[config.mk]
export PLATFORM = sky130hd
export DESIGN_NAME = ntm_algebra_top
export DESIGN_NICKNAME = d
export VERILOG_FILES = /design/src/ntm_pkg.sv /design/src/accelerator_matrix_vector_product.sv /design/src/ntm_algebra_top.sv /design/src/scalar_adder.sv /design/src/scalar_multiplier.sv
export VERILOG_INCLUDE_DIRS = /design/src /design/src/src
export SDC_FILE = /design/constraint.sdc
export NUM_CORES = 1
export LEC_CHECK = 0
export BUFFER_PORTS_ARGS = -buffer_cell sky130_fd_sc_hd__buf_2
export CAP_MARGIN = 20
export CORE_ASPECT_RATIO = 0.75
export CORE_UTILIZATION = 45
export DETAILED_ROUTE_END_ITERATION = 7
export HOLD_SLACK_MARGIN = 0.05
export SYNTH_ARGS = -nofsm -noshare
export SYNTH_HDL_FRONTEND = slang
export SYNTH_SLANG_ARGS = --single-unit
[constraint.sdc]
create_clock -name CLK -period 6.2 [get_ports CLK]
set_input_delay 0.31 -clock CLK [delete_from_list [all_inputs] [get_ports CLK]]
set_output_delay 0.31 -clock CLK [all_outputs]
set_load 0.02 [all_outputs]
[src/ntm_defines.svh]
/*
 * Global sizing macros for the matrix-vector accelerator
 */
`ifndef NTM_DEFINES_SVH
`define NTM_DEFINES_SVH

////////////////////////////////////////
// Number format
////////////////////////////////////////

// Width of one signed data word
`define DATA_SIZE 16

// Fraction bits of the Q8.8 format
`define FRAC_SIZE 8

////////////////////////////////////////
// Problem size
////////////////////////////////////////

// Largest I and J accepted by the accelerator
`define MAX_DIM 4

`endif

[src/ntm_pkg.sv]
/*
 * Shared types: data word, size index, control states, saturation limits
 */
`include "ntm_defines.svh"

package ntm_pkg;

  // Signed fixed point word, Q8.8
  typedef logic signed [`DATA_SIZE-1:0] data_t;

  // Wide enough to hold MAX_DIM itself
  typedef logic [$clog2(`MAX_DIM+1)-1:0] index_t;

  // Matrix-vector control FSM
  typedef enum logic [2:0] {
    IDLE,        // Waiting for START
    LOAD,        // Streaming A and b in
    MULTIPLY,    // Product of one element pair
    ACCUMULATE,  // Running sum of the row
    EMIT,        // Row result on DATA_OUT
    DONE         // READY pulse
  } mvp_state_t;

  ////////////////////////////////////////
  // Saturation limits
  ////////////////////////////////////////

  // Largest positive word, 0x7FFF
  localparam data_t DATA_MAX = {1'b0, {(`DATA_SIZE-1){1'b1}}};

  // Most negative word, 0x8000
  localparam data_t DATA_MIN = {1'b1, {(`DATA_SIZE-1){1'b0}}};

endpackage

[src/accelerator_matrix_vector_product.sv]
/*
 * Matrix-vector product y = A*b, operand buffers and row sequencing
 * One multiplier and one adder shared over all element pairs
 */
`timescale 1ns/1ps
`include "ntm_defines.svh"

module accelerator_matrix_vector_product (
  input  logic            CLK,
  input  logic            RST,
  input  logic            START,
  input  ntm_pkg::index_t SIZE_A_I_IN,
  input  ntm_pkg::index_t SIZE_A_J_IN,
  input  logic            DATA_A_IN_ENABLE,
  input  ntm_pkg::data_t  DATA_A_IN,
  input  logic            DATA_B_IN_ENABLE,
  input  ntm_pkg::data_t  DATA_B_IN,
  output logic            READY,
  output logic            DATA_OUT_ENABLE,
  output ntm_pkg::data_t  DATA_OUT
);

  import ntm_pkg::*;

  // Buffer address width
  localparam int ADDR_W = $clog2(`MAX_DIM);

  ////////////////////////////////////////
  // Signals
  ////////////////////////////////////////

  mvp_state_t state;

  // Job sizes latched on START
  index_t size_i;
  index_t size_j;

  // Operand storage
  data_t a_buf [0:`MAX_DIM-1][0:`MAX_DIM-1];
  data_t b_buf [0:`MAX_DIM-1];

  // Write side, row-major for A
  index_t a_wr_row;
  index_t a_wr_col;
  index_t b_wr;
  logic a_loaded;
  logic b_loaded;
  logic a_wr_last_col;
  logic a_store;
  logic b_store;

  // Compute side
  index_t row;
  index_t col;
  logic last_row;
  logic last_col;
  data_t acc;

  // Multiplier handshake
  logic mul_start;
  logic mul_ready;
  data_t mul_a;
  data_t mul_b;
  data_t mul_out;

  // Adder handshake
  logic add_start;
  logic add_ready;
  data_t add_out;

  ////////////////////////////////////////
  // Load bookkeeping
  ////////////////////////////////////////

  assign a_loaded = (a_wr_row == size_i);
  assign b_loaded = (b_wr == size_j);
  assign a_wr_last_col = (index_t'(a_wr_col + 1'b1) == size_j);

  // Surplus enables fall through here
  assign a_store = (state == LOAD) && DATA_A_IN_ENABLE && !a_loaded;
  assign b_store = (state == LOAD) && DATA_B_IN_ENABLE && !b_loaded;

  always_ff @(posedge CLK) begin
    if (a_store) begin
      a_buf[a_wr_row[ADDR_W-1:0]][a_wr_col[ADDR_W-1:0]] <= DATA_A_IN;
    end
    if (b_store) begin
      b_buf[b_wr[ADDR_W-1:0]] <= DATA_B_IN;
    end
  end

  ////////////////////////////////////////
  // Operand selection
  ////////////////////////////////////////

  assign last_row = (index_t'(row + 1'b1) == size_i);
  assign last_col = (index_t'(col + 1'b1) == size_j);

  // Held stable for the whole multiply
  assign mul_a = a_buf[row[ADDR_W-1:0]][col[ADDR_W-1:0]];
  assign mul_b = b_buf[col[ADDR_W-1:0]];

  ////////////////////////////////////////
  // Control FSM
  ////////////////////////////////////////

  always_ff @(posedge CLK or posedge RST) begin
    if (RST) begin
      state           <= IDLE;
      size_i          <= '0;
      size_j          <= '0;
      a_wr_row        <= '0;
      a_wr_col        <= '0;
      b_wr            <= '0;
      row             <= '0;
      col             <= '0;
      acc             <= '0;
      mul_start       <= 1'b0;
      add_start       <= 1'b0;
      READY           <= 1'b0;
      DATA_OUT_ENABLE <= 1'b0;
      DATA_OUT        <= '0;
    end else begin
      // Single-cycle pulses by default
      mul_start       <= 1'b0;
      add_start       <= 1'b0;
      READY           <= 1'b0;
      DATA_OUT_ENABLE <= 1'b0;

      case (state)
        IDLE: begin
          if (START) begin
            size_i   <= SIZE_A_I_IN;
            size_j   <= SIZE_A_J_IN;
            a_wr_row <= '0;
            a_wr_col <= '0;
            b_wr     <= '0;
            state    <= LOAD;
          end
        end

        LOAD: begin
          if (a_loaded && b_loaded) begin
            // First multiply issued on the way out
            row       <= '0;
            col       <= '0;
            acc       <= '0;
            mul_start <= 1'b1;
            state     <= MULTIPLY;
          end else begin
            if (a_store) begin
              if (a_wr_last_col) begin
                a_wr_col <= '0;
                a_wr_row <= a_wr_row + 1'b1;
              end else begin
                a_wr_col <= a_wr_col + 1'b1;
              end
            end
            if (b_store) begin
              b_wr <= b_wr + 1'b1;
            end
          end
        end

        MULTIPLY: begin
          // Product valid in the READY cycle
          if (mul_ready) begin
            add_start <= 1'b1;
            state     <= ACCUMULATE;
          end
        end

        ACCUMULATE: begin
          if (add_ready) begin
            acc <= add_out;
            if (last_col) begin
              DATA_OUT        <= add_out;
              DATA_OUT_ENABLE <= 1'b1;
              state           <= EMIT;
            end else begin
              col       <= col + 1'b1;
              mul_start <= 1'b1;
              state     <= MULTIPLY;
            end
          end
        end

        EMIT: begin
          // DATA_OUT_ENABLE high this cycle, fresh row next
          acc <= '0;
          col <= '0;
          if (last_row) begin
            READY <= 1'b1;
            state <= DONE;
          end else begin
            row       <= row + 1'b1;
            mul_start <= 1'b1;
            state     <= MULTIPLY;
          end
        end

        DONE: begin
          state <= IDLE;
        end

        default: begin
          state <= IDLE;
        end
      endcase
    end
  end

  ////////////////////////////////////////
  // Arithmetic units
  ////////////////////////////////////////

  scalar_multiplier i_scalar_multiplier (
    .CLK      (CLK),
    .RST      (RST),
    .START    (mul_start),
    .DATA_A_IN(mul_a),
    .DATA_B_IN(mul_b),
    .READY    (mul_ready),
    .DATA_OUT (mul_out)
  );

  // Newest product plus running sum
  scalar_adder i_scalar_adder (
    .CLK      (CLK),
    .RST      (RST),
    .START    (add_start),
    .DATA_A_IN(mul_out),
    .DATA_B_IN(acc),
    .READY    (add_ready),
    .DATA_OUT (add_out)
  );

endmodule

[src/ntm_algebra_top.sv]
/*
 * Linear algebra subsystem boundary around the matrix-vector product
 */
`timescale 1ns/1ps

module ntm_algebra_top (
  input  logic            CLK,
  input  logic            RST,
  input  logic            START,
  input  ntm_pkg::index_t SIZE_A_I_IN,
  input  ntm_pkg::index_t SIZE_A_J_IN,
  input  logic            DATA_A_IN_ENABLE,
  input  ntm_pkg::data_t  DATA_A_IN,
  input  logic            DATA_B_IN_ENABLE,
  input  ntm_pkg::data_t  DATA_B_IN,
  output logic            READY,
  output logic            DATA_OUT_ENABLE,
  output ntm_pkg::data_t  DATA_OUT
);

  // Host ports straight through, no extra pipeline stage
  accelerator_matrix_vector_product i_accelerator_matrix_vector_product (
    .CLK             (CLK),
    .RST             (RST),
    .START           (START),
    .SIZE_A_I_IN     (SIZE_A_I_IN),
    .SIZE_A_J_IN     (SIZE_A_J_IN),
    .DATA_A_IN_ENABLE(DATA_A_IN_ENABLE),
    .DATA_A_IN       (DATA_A_IN),
    .DATA_B_IN_ENABLE(DATA_B_IN_ENABLE),
    .DATA_B_IN       (DATA_B_IN),
    .READY           (READY),
    .DATA_OUT_ENABLE (DATA_OUT_ENABLE),
    .DATA_OUT        (DATA_OUT)
  );

endmodule

[src/scalar_adder.sv]
/*
 * Registered signed saturating adder, one cycle START to READY
 */
`timescale 1ns/1ps
`include "ntm_defines.svh"

module scalar_adder (
  input  logic           CLK,
  input  logic           RST,
  input  logic           START,
  input  ntm_pkg::data_t DATA_A_IN,
  input  ntm_pkg::data_t DATA_B_IN,
  output logic           READY,
  output ntm_pkg::data_t DATA_OUT
);

  import ntm_pkg::*;

  logic signed [`DATA_SIZE:0] sum_wide;
  logic overflow;
  data_t sum_sat;

  // Sign-extended sum, one guard bit
  assign sum_wide = {DATA_A_IN[`DATA_SIZE-1], DATA_A_IN}
                  + {DATA_B_IN[`DATA_SIZE-1], DATA_B_IN};

  // Guard and sign bit disagree on overflow
  assign overflow = sum_wide[`DATA_SIZE] ^ sum_wide[`DATA_SIZE-1];

  always_comb begin
    if (overflow) begin
      // Guard bit carries the true sign
      sum_sat = sum_wide[`DATA_SIZE] ? DATA_MIN : DATA_MAX;
    end else begin
      sum_sat = sum_wide[`DATA_SIZE-1:0];
    end
  end

  // Handshake, READY follows START by one cycle
  always_ff @(posedge CLK or posedge RST) begin
    if (RST) begin
      READY <= 1'b0;
    end else begin
      READY <= START;
    end
  end

  always_ff @(posedge CLK) begin
    if (START) begin
      DATA_OUT <= sum_sat;
    end
  end

endmodule

[src/scalar_multiplier.sv]
/*
 * Iterative signed fixed point multiplier
 * Shift-and-add on magnitudes, round half up, saturate
 */
`timescale 1ns/1ps
`include "ntm_defines.svh"

module scalar_multiplier (
  input  logic           CLK,
  input  logic           RST,
  input  logic           START,
  input  ntm_pkg::data_t DATA_A_IN,
  input  ntm_pkg::data_t DATA_B_IN,
  output logic           READY,
  output ntm_pkg::data_t DATA_OUT
);

  import ntm_pkg::*;

  localparam int PROD_W = 2 * `DATA_SIZE;
  localparam int CNT_W = $clog2(`DATA_SIZE);
  localparam int HALF_LSB = 1 << (`FRAC_SIZE - 1);

  // Control
  logic busy;
  logic [CNT_W-1:0] step_cnt;
  logic last_step;

  // Iteration registers
  logic neg;
  logic [PROD_W-1:0] mcand;
  logic [`DATA_SIZE-1:0] mplier;
  logic [PROD_W-1:0] prod;

  // Operand magnitudes
  logic [`DATA_SIZE-1:0] mag_a;
  logic [`DATA_SIZE-1:0] mag_b;

  // Final stage
  logic [PROD_W-1:0] prod_next;
  logic signed [PROD_W:0] prod_signed;
  logic signed [PROD_W:0] prod_round;
  logic signed [PROD_W:0] prod_shift;
  data_t result_sat;

  ////////////////////////////////////////
  // Combinational datapath
  ////////////////////////////////////////

  // Two's complement magnitude, 0x8000 stays 32768 unsigned
  assign mag_a = DATA_A_IN[`DATA_SIZE-1] ? ~DATA_A_IN + 1'b1 : DATA_A_IN;
  assign mag_b = DATA_B_IN[`DATA_SIZE-1] ? ~DATA_B_IN + 1'b1 : DATA_B_IN;

  assign last_step = (step_cnt == CNT_W'(`DATA_SIZE - 1));

  always_comb begin
    // One partial product per cycle, LSB of multiplier first
    prod_next = prod + (mplier[0] ? mcand : '0);

    // Sign back on, then round half up at the fraction point
    prod_signed = {1'b0, prod_next};
    if (neg) begin
      prod_signed = -prod_signed;
    end
    prod_round = prod_signed + HALF_LSB;
    prod_shift = prod_round >>> `FRAC_SIZE;

    // Clamp into the word range
    if (prod_shift > DATA_MAX) begin
      result_sat = DATA_MAX;
    end else if (prod_shift < DATA_MIN) begin
      result_sat = DATA_MIN;
    end else begin
      result_sat = prod_shift[`DATA_SIZE-1:0];
    end
  end

  ////////////////////////////////////////
  // Sequencing
  ////////////////////////////////////////

  always_ff @(posedge CLK or posedge RST) begin
    if (RST) begin
      busy     <= 1'b0;
      step_cnt <= '0;
      READY    <= 1'b0;
    end else begin
      READY <= 1'b0;
      if (busy) begin
        step_cnt <= step_cnt + 1'b1;
        if (last_step) begin
          busy  <= 1'b0;
          READY <= 1'b1;
        end
      end else if (START) begin
        busy     <= 1'b1;
        step_cnt <= '0;
      end
    end
  end

  // Operand capture and shift registers
  always_ff @(posedge CLK) begin
    if (!busy && START) begin
      mcand  <= {{`DATA_SIZE{1'b0}}, mag_a};
      mplier <= mag_b;
      prod   <= '0;
      neg    <= DATA_A_IN[`DATA_SIZE-1] ^ DATA_B_IN[`DATA_SIZE-1];
    end else if (busy) begin
      prod   <= prod_next;
      mcand  <= mcand << 1;
      mplier <= mplier >> 1;
      if (last_step) begin
        DATA_OUT <= result_sat;
      end
    end
  end

endmodule

; After elaboration in Yosys (flattened, before gate mapping)
; Memory sizes are Yosys's and may differ from the RTL's.
; Cells that the tools add are included.
[op_classes]
n_addsub = 12
n_lt_le_gt_ge = 5
eq_ne = 20
mux = 67
n_bitwise = 7
n_reduce_logical = 26
[op_table]
columns = operator, count
row1 = 16-bit 2-to-1 mux, 14
row2 = 64-bit 2-to-1 mux, 1
row3 = 3-bit 2-to-1 mux, 19
row4 = 16-bit one-hot mux with 3 select lines, 1
row5 = 33-bit by 9-bit adder with 33-bit output (second input constant), 1
row6 = 33-bit 2-to-1 mux, 1
row7 = 32-bit negator with 33-bit output, 1
row8 = 16-bit by 1-bit adder with 16-bit output (second input constant), 2
row9 = 32-bit adder, 1
row10 = 16-bit binary-select mux with 2-bit select, 1
row11 = 16-bit demux with 2-bit select, 1
row12 = 32-bit 2-to-1 mux, 1
row13 = 16-bit NOT, 2
row14 = 25-bit by 16-bit greater-than comparator with 1-bit output (second input constant), 1
row15 = 25-bit by 16-bit < comparator with 1-bit output (second input constant), 1
row16 = 3-bit one-hot mux with 2 select lines, 4
row17 = 1-bit 2-to-1 mux, 19
row18 = 16-bit by 16-bit adder with 17-bit output, 1
row19 = 4-bit AND reduction, 4
row20 = 3-bit by 1-bit adder with 3-bit output (second input constant), 5
row21 = 3-bit equality test, 5
row22 = 3-bit one-hot mux with 5 select lines, 1
row23 = 2-bit != test (second input constant), 7
row24 = 3-bit AND reduction, 4
row25 = other kinds (21), 39
[word_totals]
ff_bits = 180
ram_bits = 320
input_bits = 43
out_inout_bits = 18
wordCells = 164
memories = 2
[mem_list]
columns = name, depth, width, read_ports, rd_ports_with_merged_regs, wr, line_no
row1 = i_accelerator_matrix_vector_product.a_buf, 4, 64, 1, 0, 1, accelerator_matrix_vector_product.sv:39  ; data_t a_buf [0:`MAX_DIM-1][0:`MAX_DIM-1];
row2 = i_accelerator_matrix_vector_product.b_buf, 4, 16, 1, 0, 1, accelerator_matrix_vector_product.sv:40  ; data_t b_buf [0:`MAX_DIM-1];

; Logic depth before layout (Yosys ltp)
[logic_depth]
word_depth = 8
mapped_depth = 23
ltp_nobuf = 19

; Modules after synthesis
; A second synthesis with hierarchy kept.
[unflattened]
cells_unflattened = 1923
area_unflattened_um2 = 25035.3
[modules_own_cells]
columns = module, instances, cells_each, area_each_um2, seq_area_each_um2
row1 = accelerator_matrix_vector_product, 1, 723, 14993.1, 11110.7
row2 = scalar_multiplier, 1, 997, 8167.8, 2582.5
row3 = scalar_adder, 1, 203, 1874.3, 505.5

; Least setup slack after synthesis
; OpenSTA, ideal clock, no wires.
[synth_timing]
path_kind = flip-flop to flip-flop
startpoint = register i_accelerator_matrix_vector_product.i_scalar_multiplier.mplier[0]
endpoint = register i_accelerator_matrix_vector_product.i_scalar_multiplier.DATA_OUT[14] (data pin)
setup_ns = 0.260
arrival_time_ns = 5.458
t_required_ns = 5.940
setup_slack_ns = 0.482
stages_incl_launch_ff = 24
path_buffers = 5
period_less_slack_ns = 5.718
path_cell_list = edfxtp_1 -> clkbuf_1 -> and2_1 -> ha_1 -> inv_1 -> fa_1 -> nand2b_1 -> a21o_1 -> a311o_1 -> nor4_4 -> nand3_1 -> or4_1 -> buf_2 -> or3_1 -> buf_2 -> buf_6 -> o31ai_1 -> xnor2_1 -> nor4_2 -> mux2i_1 -> a31oi_1 -> o41ai_4 -> buf_6 -> o31ai_2
[synth_via]
elab_chain_cells = 7
[synth_lines]
columns = item, line_no
row1 = from (decl), scalar_multiplier.sv:32  ; logic [`DATA_SIZE-1:0] mplier;
row2 = from (signal assigned), scalar_multiplier.sv:106  ; mplier <= mag_b;
row3 = from (signal assigned), scalar_multiplier.sv:112  ; mplier <= mplier >> 1;
row4 = 32-bit 2-to-1 mux (*), scalar_multiplier.sv:58  ; prod_next = prod + (mplier[0] ? mcand : '0);
row5 = 32-bit adder (*), scalar_multiplier.sv:58
row6 = 32-bit negator with 33-bit output, scalar_multiplier.sv:63  ; prod_signed = -prod_signed;
row7 = 33-bit 2-to-1 mux (*), scalar_multiplier.sv:62  ; if (neg) begin
row8 = 33-bit by 9-bit adder with 33-bit output (*), scalar_multiplier.sv:65  ; prod_round = prod_signed + HALF_LSB;
row9 = 25-bit by 16-bit < comparator with 1-bit output, scalar_multiplier.sv:71  ; end else if (prod_shift < DATA_MIN) begin
row10 = 16-bit 2-to-1 mux, scalar_multiplier.sv:71
row11 = to (signal assigned), scalar_multiplier.sv:114  ; DATA_OUT <= result_sat;
row12 = to (decl), scalar_multiplier.sv:15  ; output ntm_pkg::data_t DATA_OUT
; Every way passes the cells marked *; elsewhere a longest branch is shown, timed or not.
; A chain may end at the register's enable or synchronous reset.

; Final worst setup path
; Same ends and word-level chain as after synthesis.

==> results.py <==
metrics = {
    "setup_path": {
        "cp_max_fo": 15,
        "reg2reg_slack_ns": 0.35,
        "reg2regPathDepth": 18,
        "crit_required_ns": 6.54,
        "crit_path_end_kind": "flip-flop",
        "crit_path_top_delay_cell": "edfxtp_1",
        "critical_path_arrival_ns": 6.18,
        "critical_path_class": "reg -> reg",
        "start_kind": "flip-flop",
        "cp_cell_sequence": "buf_4 -> and2_1 -> ha_1 -> a21oi_4 -> o21ai_0 -> and2_1 -> or3_1 -> o311ai_1 -> o21ai_0 -> or3_4 -> nor4_2 -> o211ai_1 -> a2111oi_4 -> nand2_1 -> a211o_1 -> a31oi_4 -> buf_12 -> o31ai_2",
        "cpPeakStageDelay_ns": 0.52,
    },
    "yosys": {
        "yosys_warnings": 0,
        "syn-cell-area_mm2": 0.0242,
        "synth.area.top_cells": "edfxtp_1, mux4_2, dfrtp_1, dfxtp_1, nand2_1",
        "synthArstFlopShare": 0.134,
        "synth_edf_count": 385,
        "synth_flop_cell": "edfxtp_1",
        "synthesis.nets": 1995,
        "netlist_instances": 1885,
        "ys_types": 93,
        "seq_area_frac_synth": 0.586,
        "synth_seq_cells": 500,
        "yosys.area.top_type_share": 0.477,
        "syn_area_per_cell_um2": 12.9,
        "yosysTopAreaCell": "edfxtp_1",
    },
    "layout": {
        "fillers": 4419,
        "postLayoutCellArea_mm2": 0.0276,
        "regArea_mm2": 0.0142,
        "multi_input_area_mm2": 0.00951,
        "mostFrequentLayoutCell": "edfxtp_1",
        "final_cell_mix": "edfxtp_1, nand2_1, o21ai_0, mux4_2, nor2_1",
        "finalNetCount": 2106,
        "drive_above_1_share": 0.173,
        "syn_to_final_growth_pct": 13.7,
    },
    "clocking": {
        "cts_root_buf": "clkbuf_16",
        "clk_latency_ns": 0.64,
        "clk_pin_slew_ns": 0.06,
        "numCtsBuffers": 50,
        "cts_tree": "yes",
        "cts_buffer_depth": 3,
        "cts.sinks": 500,
        "htree_levels": 2,
    },
    "placement": {
        "gp_congestion": 0.914,
        "place.detailed.hpwl_um": 37600,
        "io_buffers": 60,
        "placed_area_mm2": 0.0255,
    },
    "drt": {
        "antenna_left": 0,
        "first_iter_violations": 1421,
        "first_pass_iters": 8,
        "avgViaCountPerCell": 5.69,
        "vias": 15633,
        "drt_wl_total_um": 57100,
        "drcViolationCount": 0,
        "routedWlPerCell_um": 20.8,
    },
    "sta": {
        "clock.fmax_mhz": 171,
        "drv_slew": 0,
        "slew_headroom": 0.233,
        "finalClockSkew_ns": 0.0555,
        "hold_viol_final": 0,
        "setup_tns_ns": 0,
        "tightestPinTransition_ns": 1.15,
        "min_period_ns": 5.85,
        "final-setup-viol-count": 0,
        "rsz0062_at_grt": "no",
        "fin_crit_sh": 0.943,
    },
    "grt": {
        "grt_use_total": 0.212,
        "grt_pass1_wl_um": 89800,
        "grt_max_degree": 68,
        "antenna_found_initial": 2,
        "first_global_vias": 15439,
        "grt-ovfl-total": 0,
    },
    "die": {
        "design.core.area_mm2": 0.0531,
        "die_w_um": 270,
        "die_h_um": 203,
        "die_area_mm2": 0.0548,
        "initial_utilization": 0.457,
        "row_count": 73,
        "ioPinCount": 61,
    },
    "power_and_ir_drop": {
        "total_power_mw": 13.0,
        "leakagePower_nw": 9.97,
        "peakVddDrop_mv": 0.267,
        "power.density_mw_per_mm2": 473,
    },
    "hold_path": {
        "hp-class": "in -> reg",
        "min_path_cells": 1,
        "min_to": "i_accelerator_matrix_vector_product.a_buf[2][5]$_DFFE_PP_",
        "worstHoldStart": "DATA_A_IN[5]",
    },
    "job": {
        "maxCapViolCount": 0,
    },
    "status": {
        "status": "finished, final reports clean",
    },
}
[cell families after synthesis]
group,count (synthesis),synth area share
muxes,110,0.0954
and+or+nand+nor,573,0.115
xor gates and xnor gates,110,0.0405
DFF,500,0.586
buffers and inverters,147,0.0245
adders and majority gates,67,0.0352
AOI/OAI and AO/OA,378,0.104
[timing repair]
item | 4_1_cts | 5_1_grt
hold buffers | 33 | 0
setup buffers | 0 | 3
setup endpoints to repair | 8 | 15
cloned | 0 | 0
gates resized for setup | 1 | 8
pin swaps | 0 | 2
endpoints found under the hold margin | 290 | 0
[worst max-delay path by stage]
stage / to / slack [ns] / depth (start not counted)
after global placement: flip-flop / 0.14 / 19
after floorplan: flip-flop / 0.48 / 23
final: flip-flop / 0.35 / 18
after global routing: flip-flop / 0.02 / 18
after detailed placement: flip-flop / 0.02 / 19
after CTS: flip-flop / 0.16 / 19
[layout make-up]
type | instances | share of cell area
clock inverter | 23 | 0.00867
sequential | 500 | 0.515
antenna | 1 | 0.0000907
timing repair buffer | 154 | 0.0438
tap | 712 | 0.0323
inverter | 52 | 0.00708
clock buffer | 68 | 0.0482
multi-input combinational | 1238 | 0.345
[power by group]
part / internal (mW) / total (mW) / switching (mW)
registers: 4.14 / 4.51 / 0.373
logic: 2.23 / 5.59 / 3.36
clock network: 1.64 / 2.94 / 1.30
total: 8.01 / 13.0 / 5.04
[stage by stage]
| step | std cells | setup slack (ns) | util | hold slack, ns |
|---|---|---|---|---|
| global placement | 2614 | 0.144 | 0.480 | 0.448 |
| CTS | 2741 | 0.163 | 0.517 | 0.0518 |
| finish | 2748 | 0.353 | 0.520 | 0.0762 |
| detailed placement | 2617 | 0.0217 | 0.481 | 0.456 |
| floorplan | 1885 | 0.482 | - | 0.409 |
| global route | 2748 | 0.0247 | 0.520 | 0.0616 |
[cell usage after synthesis, drive strengths merged (6+ instances only)]
master / n
edfxtp: 385
nand2: 248
o21ai: 158
mux4: 96
nor2: 84
a21oi: 74
clkbuf: 71
dfrtp: 67
ha: 65
xnor2: 65
inv: 51
dfxtp: 48
xor2: 45
and2: 43
nand3: 38
nor3: 33
and3: 30
buf: 24
a22o: 18
o31ai: 17
o21a: 15
or3: 14
a31oi: 13
nand2b: 13
nand4: 13
nor4: 12
a21o: 10
nor2b: 10
mux2: 8
or2: 8
a211oi: 7
mux2i: 6
o211ai: 6
o311ai: 6
[routing by layer]
layer,global-route usage,vias to the layer above,wire [um]
li1,-,7326,-
met1,0.326,7801,27800
met2,0.308,421,24500
met3,0.0351,83,3540
met4,0.0593,2,1150
met5,0,-,13
[worst max-delay path, delay by kind of cell (launching register included)]
| family | cells | cell delay [ns] |
|---|---|---|
| and+or+nand+nor | 6 | 1.74 |
| adders and majority gates | 1 | 0.43 |
| DFF | 1 | 0.52 |
| buffers and inverters | 2 | 0.39 |
| AOI/OAI and AO/OA | 9 | 2.45 |
Note: power is estimated with default switching activity, not from simulation.
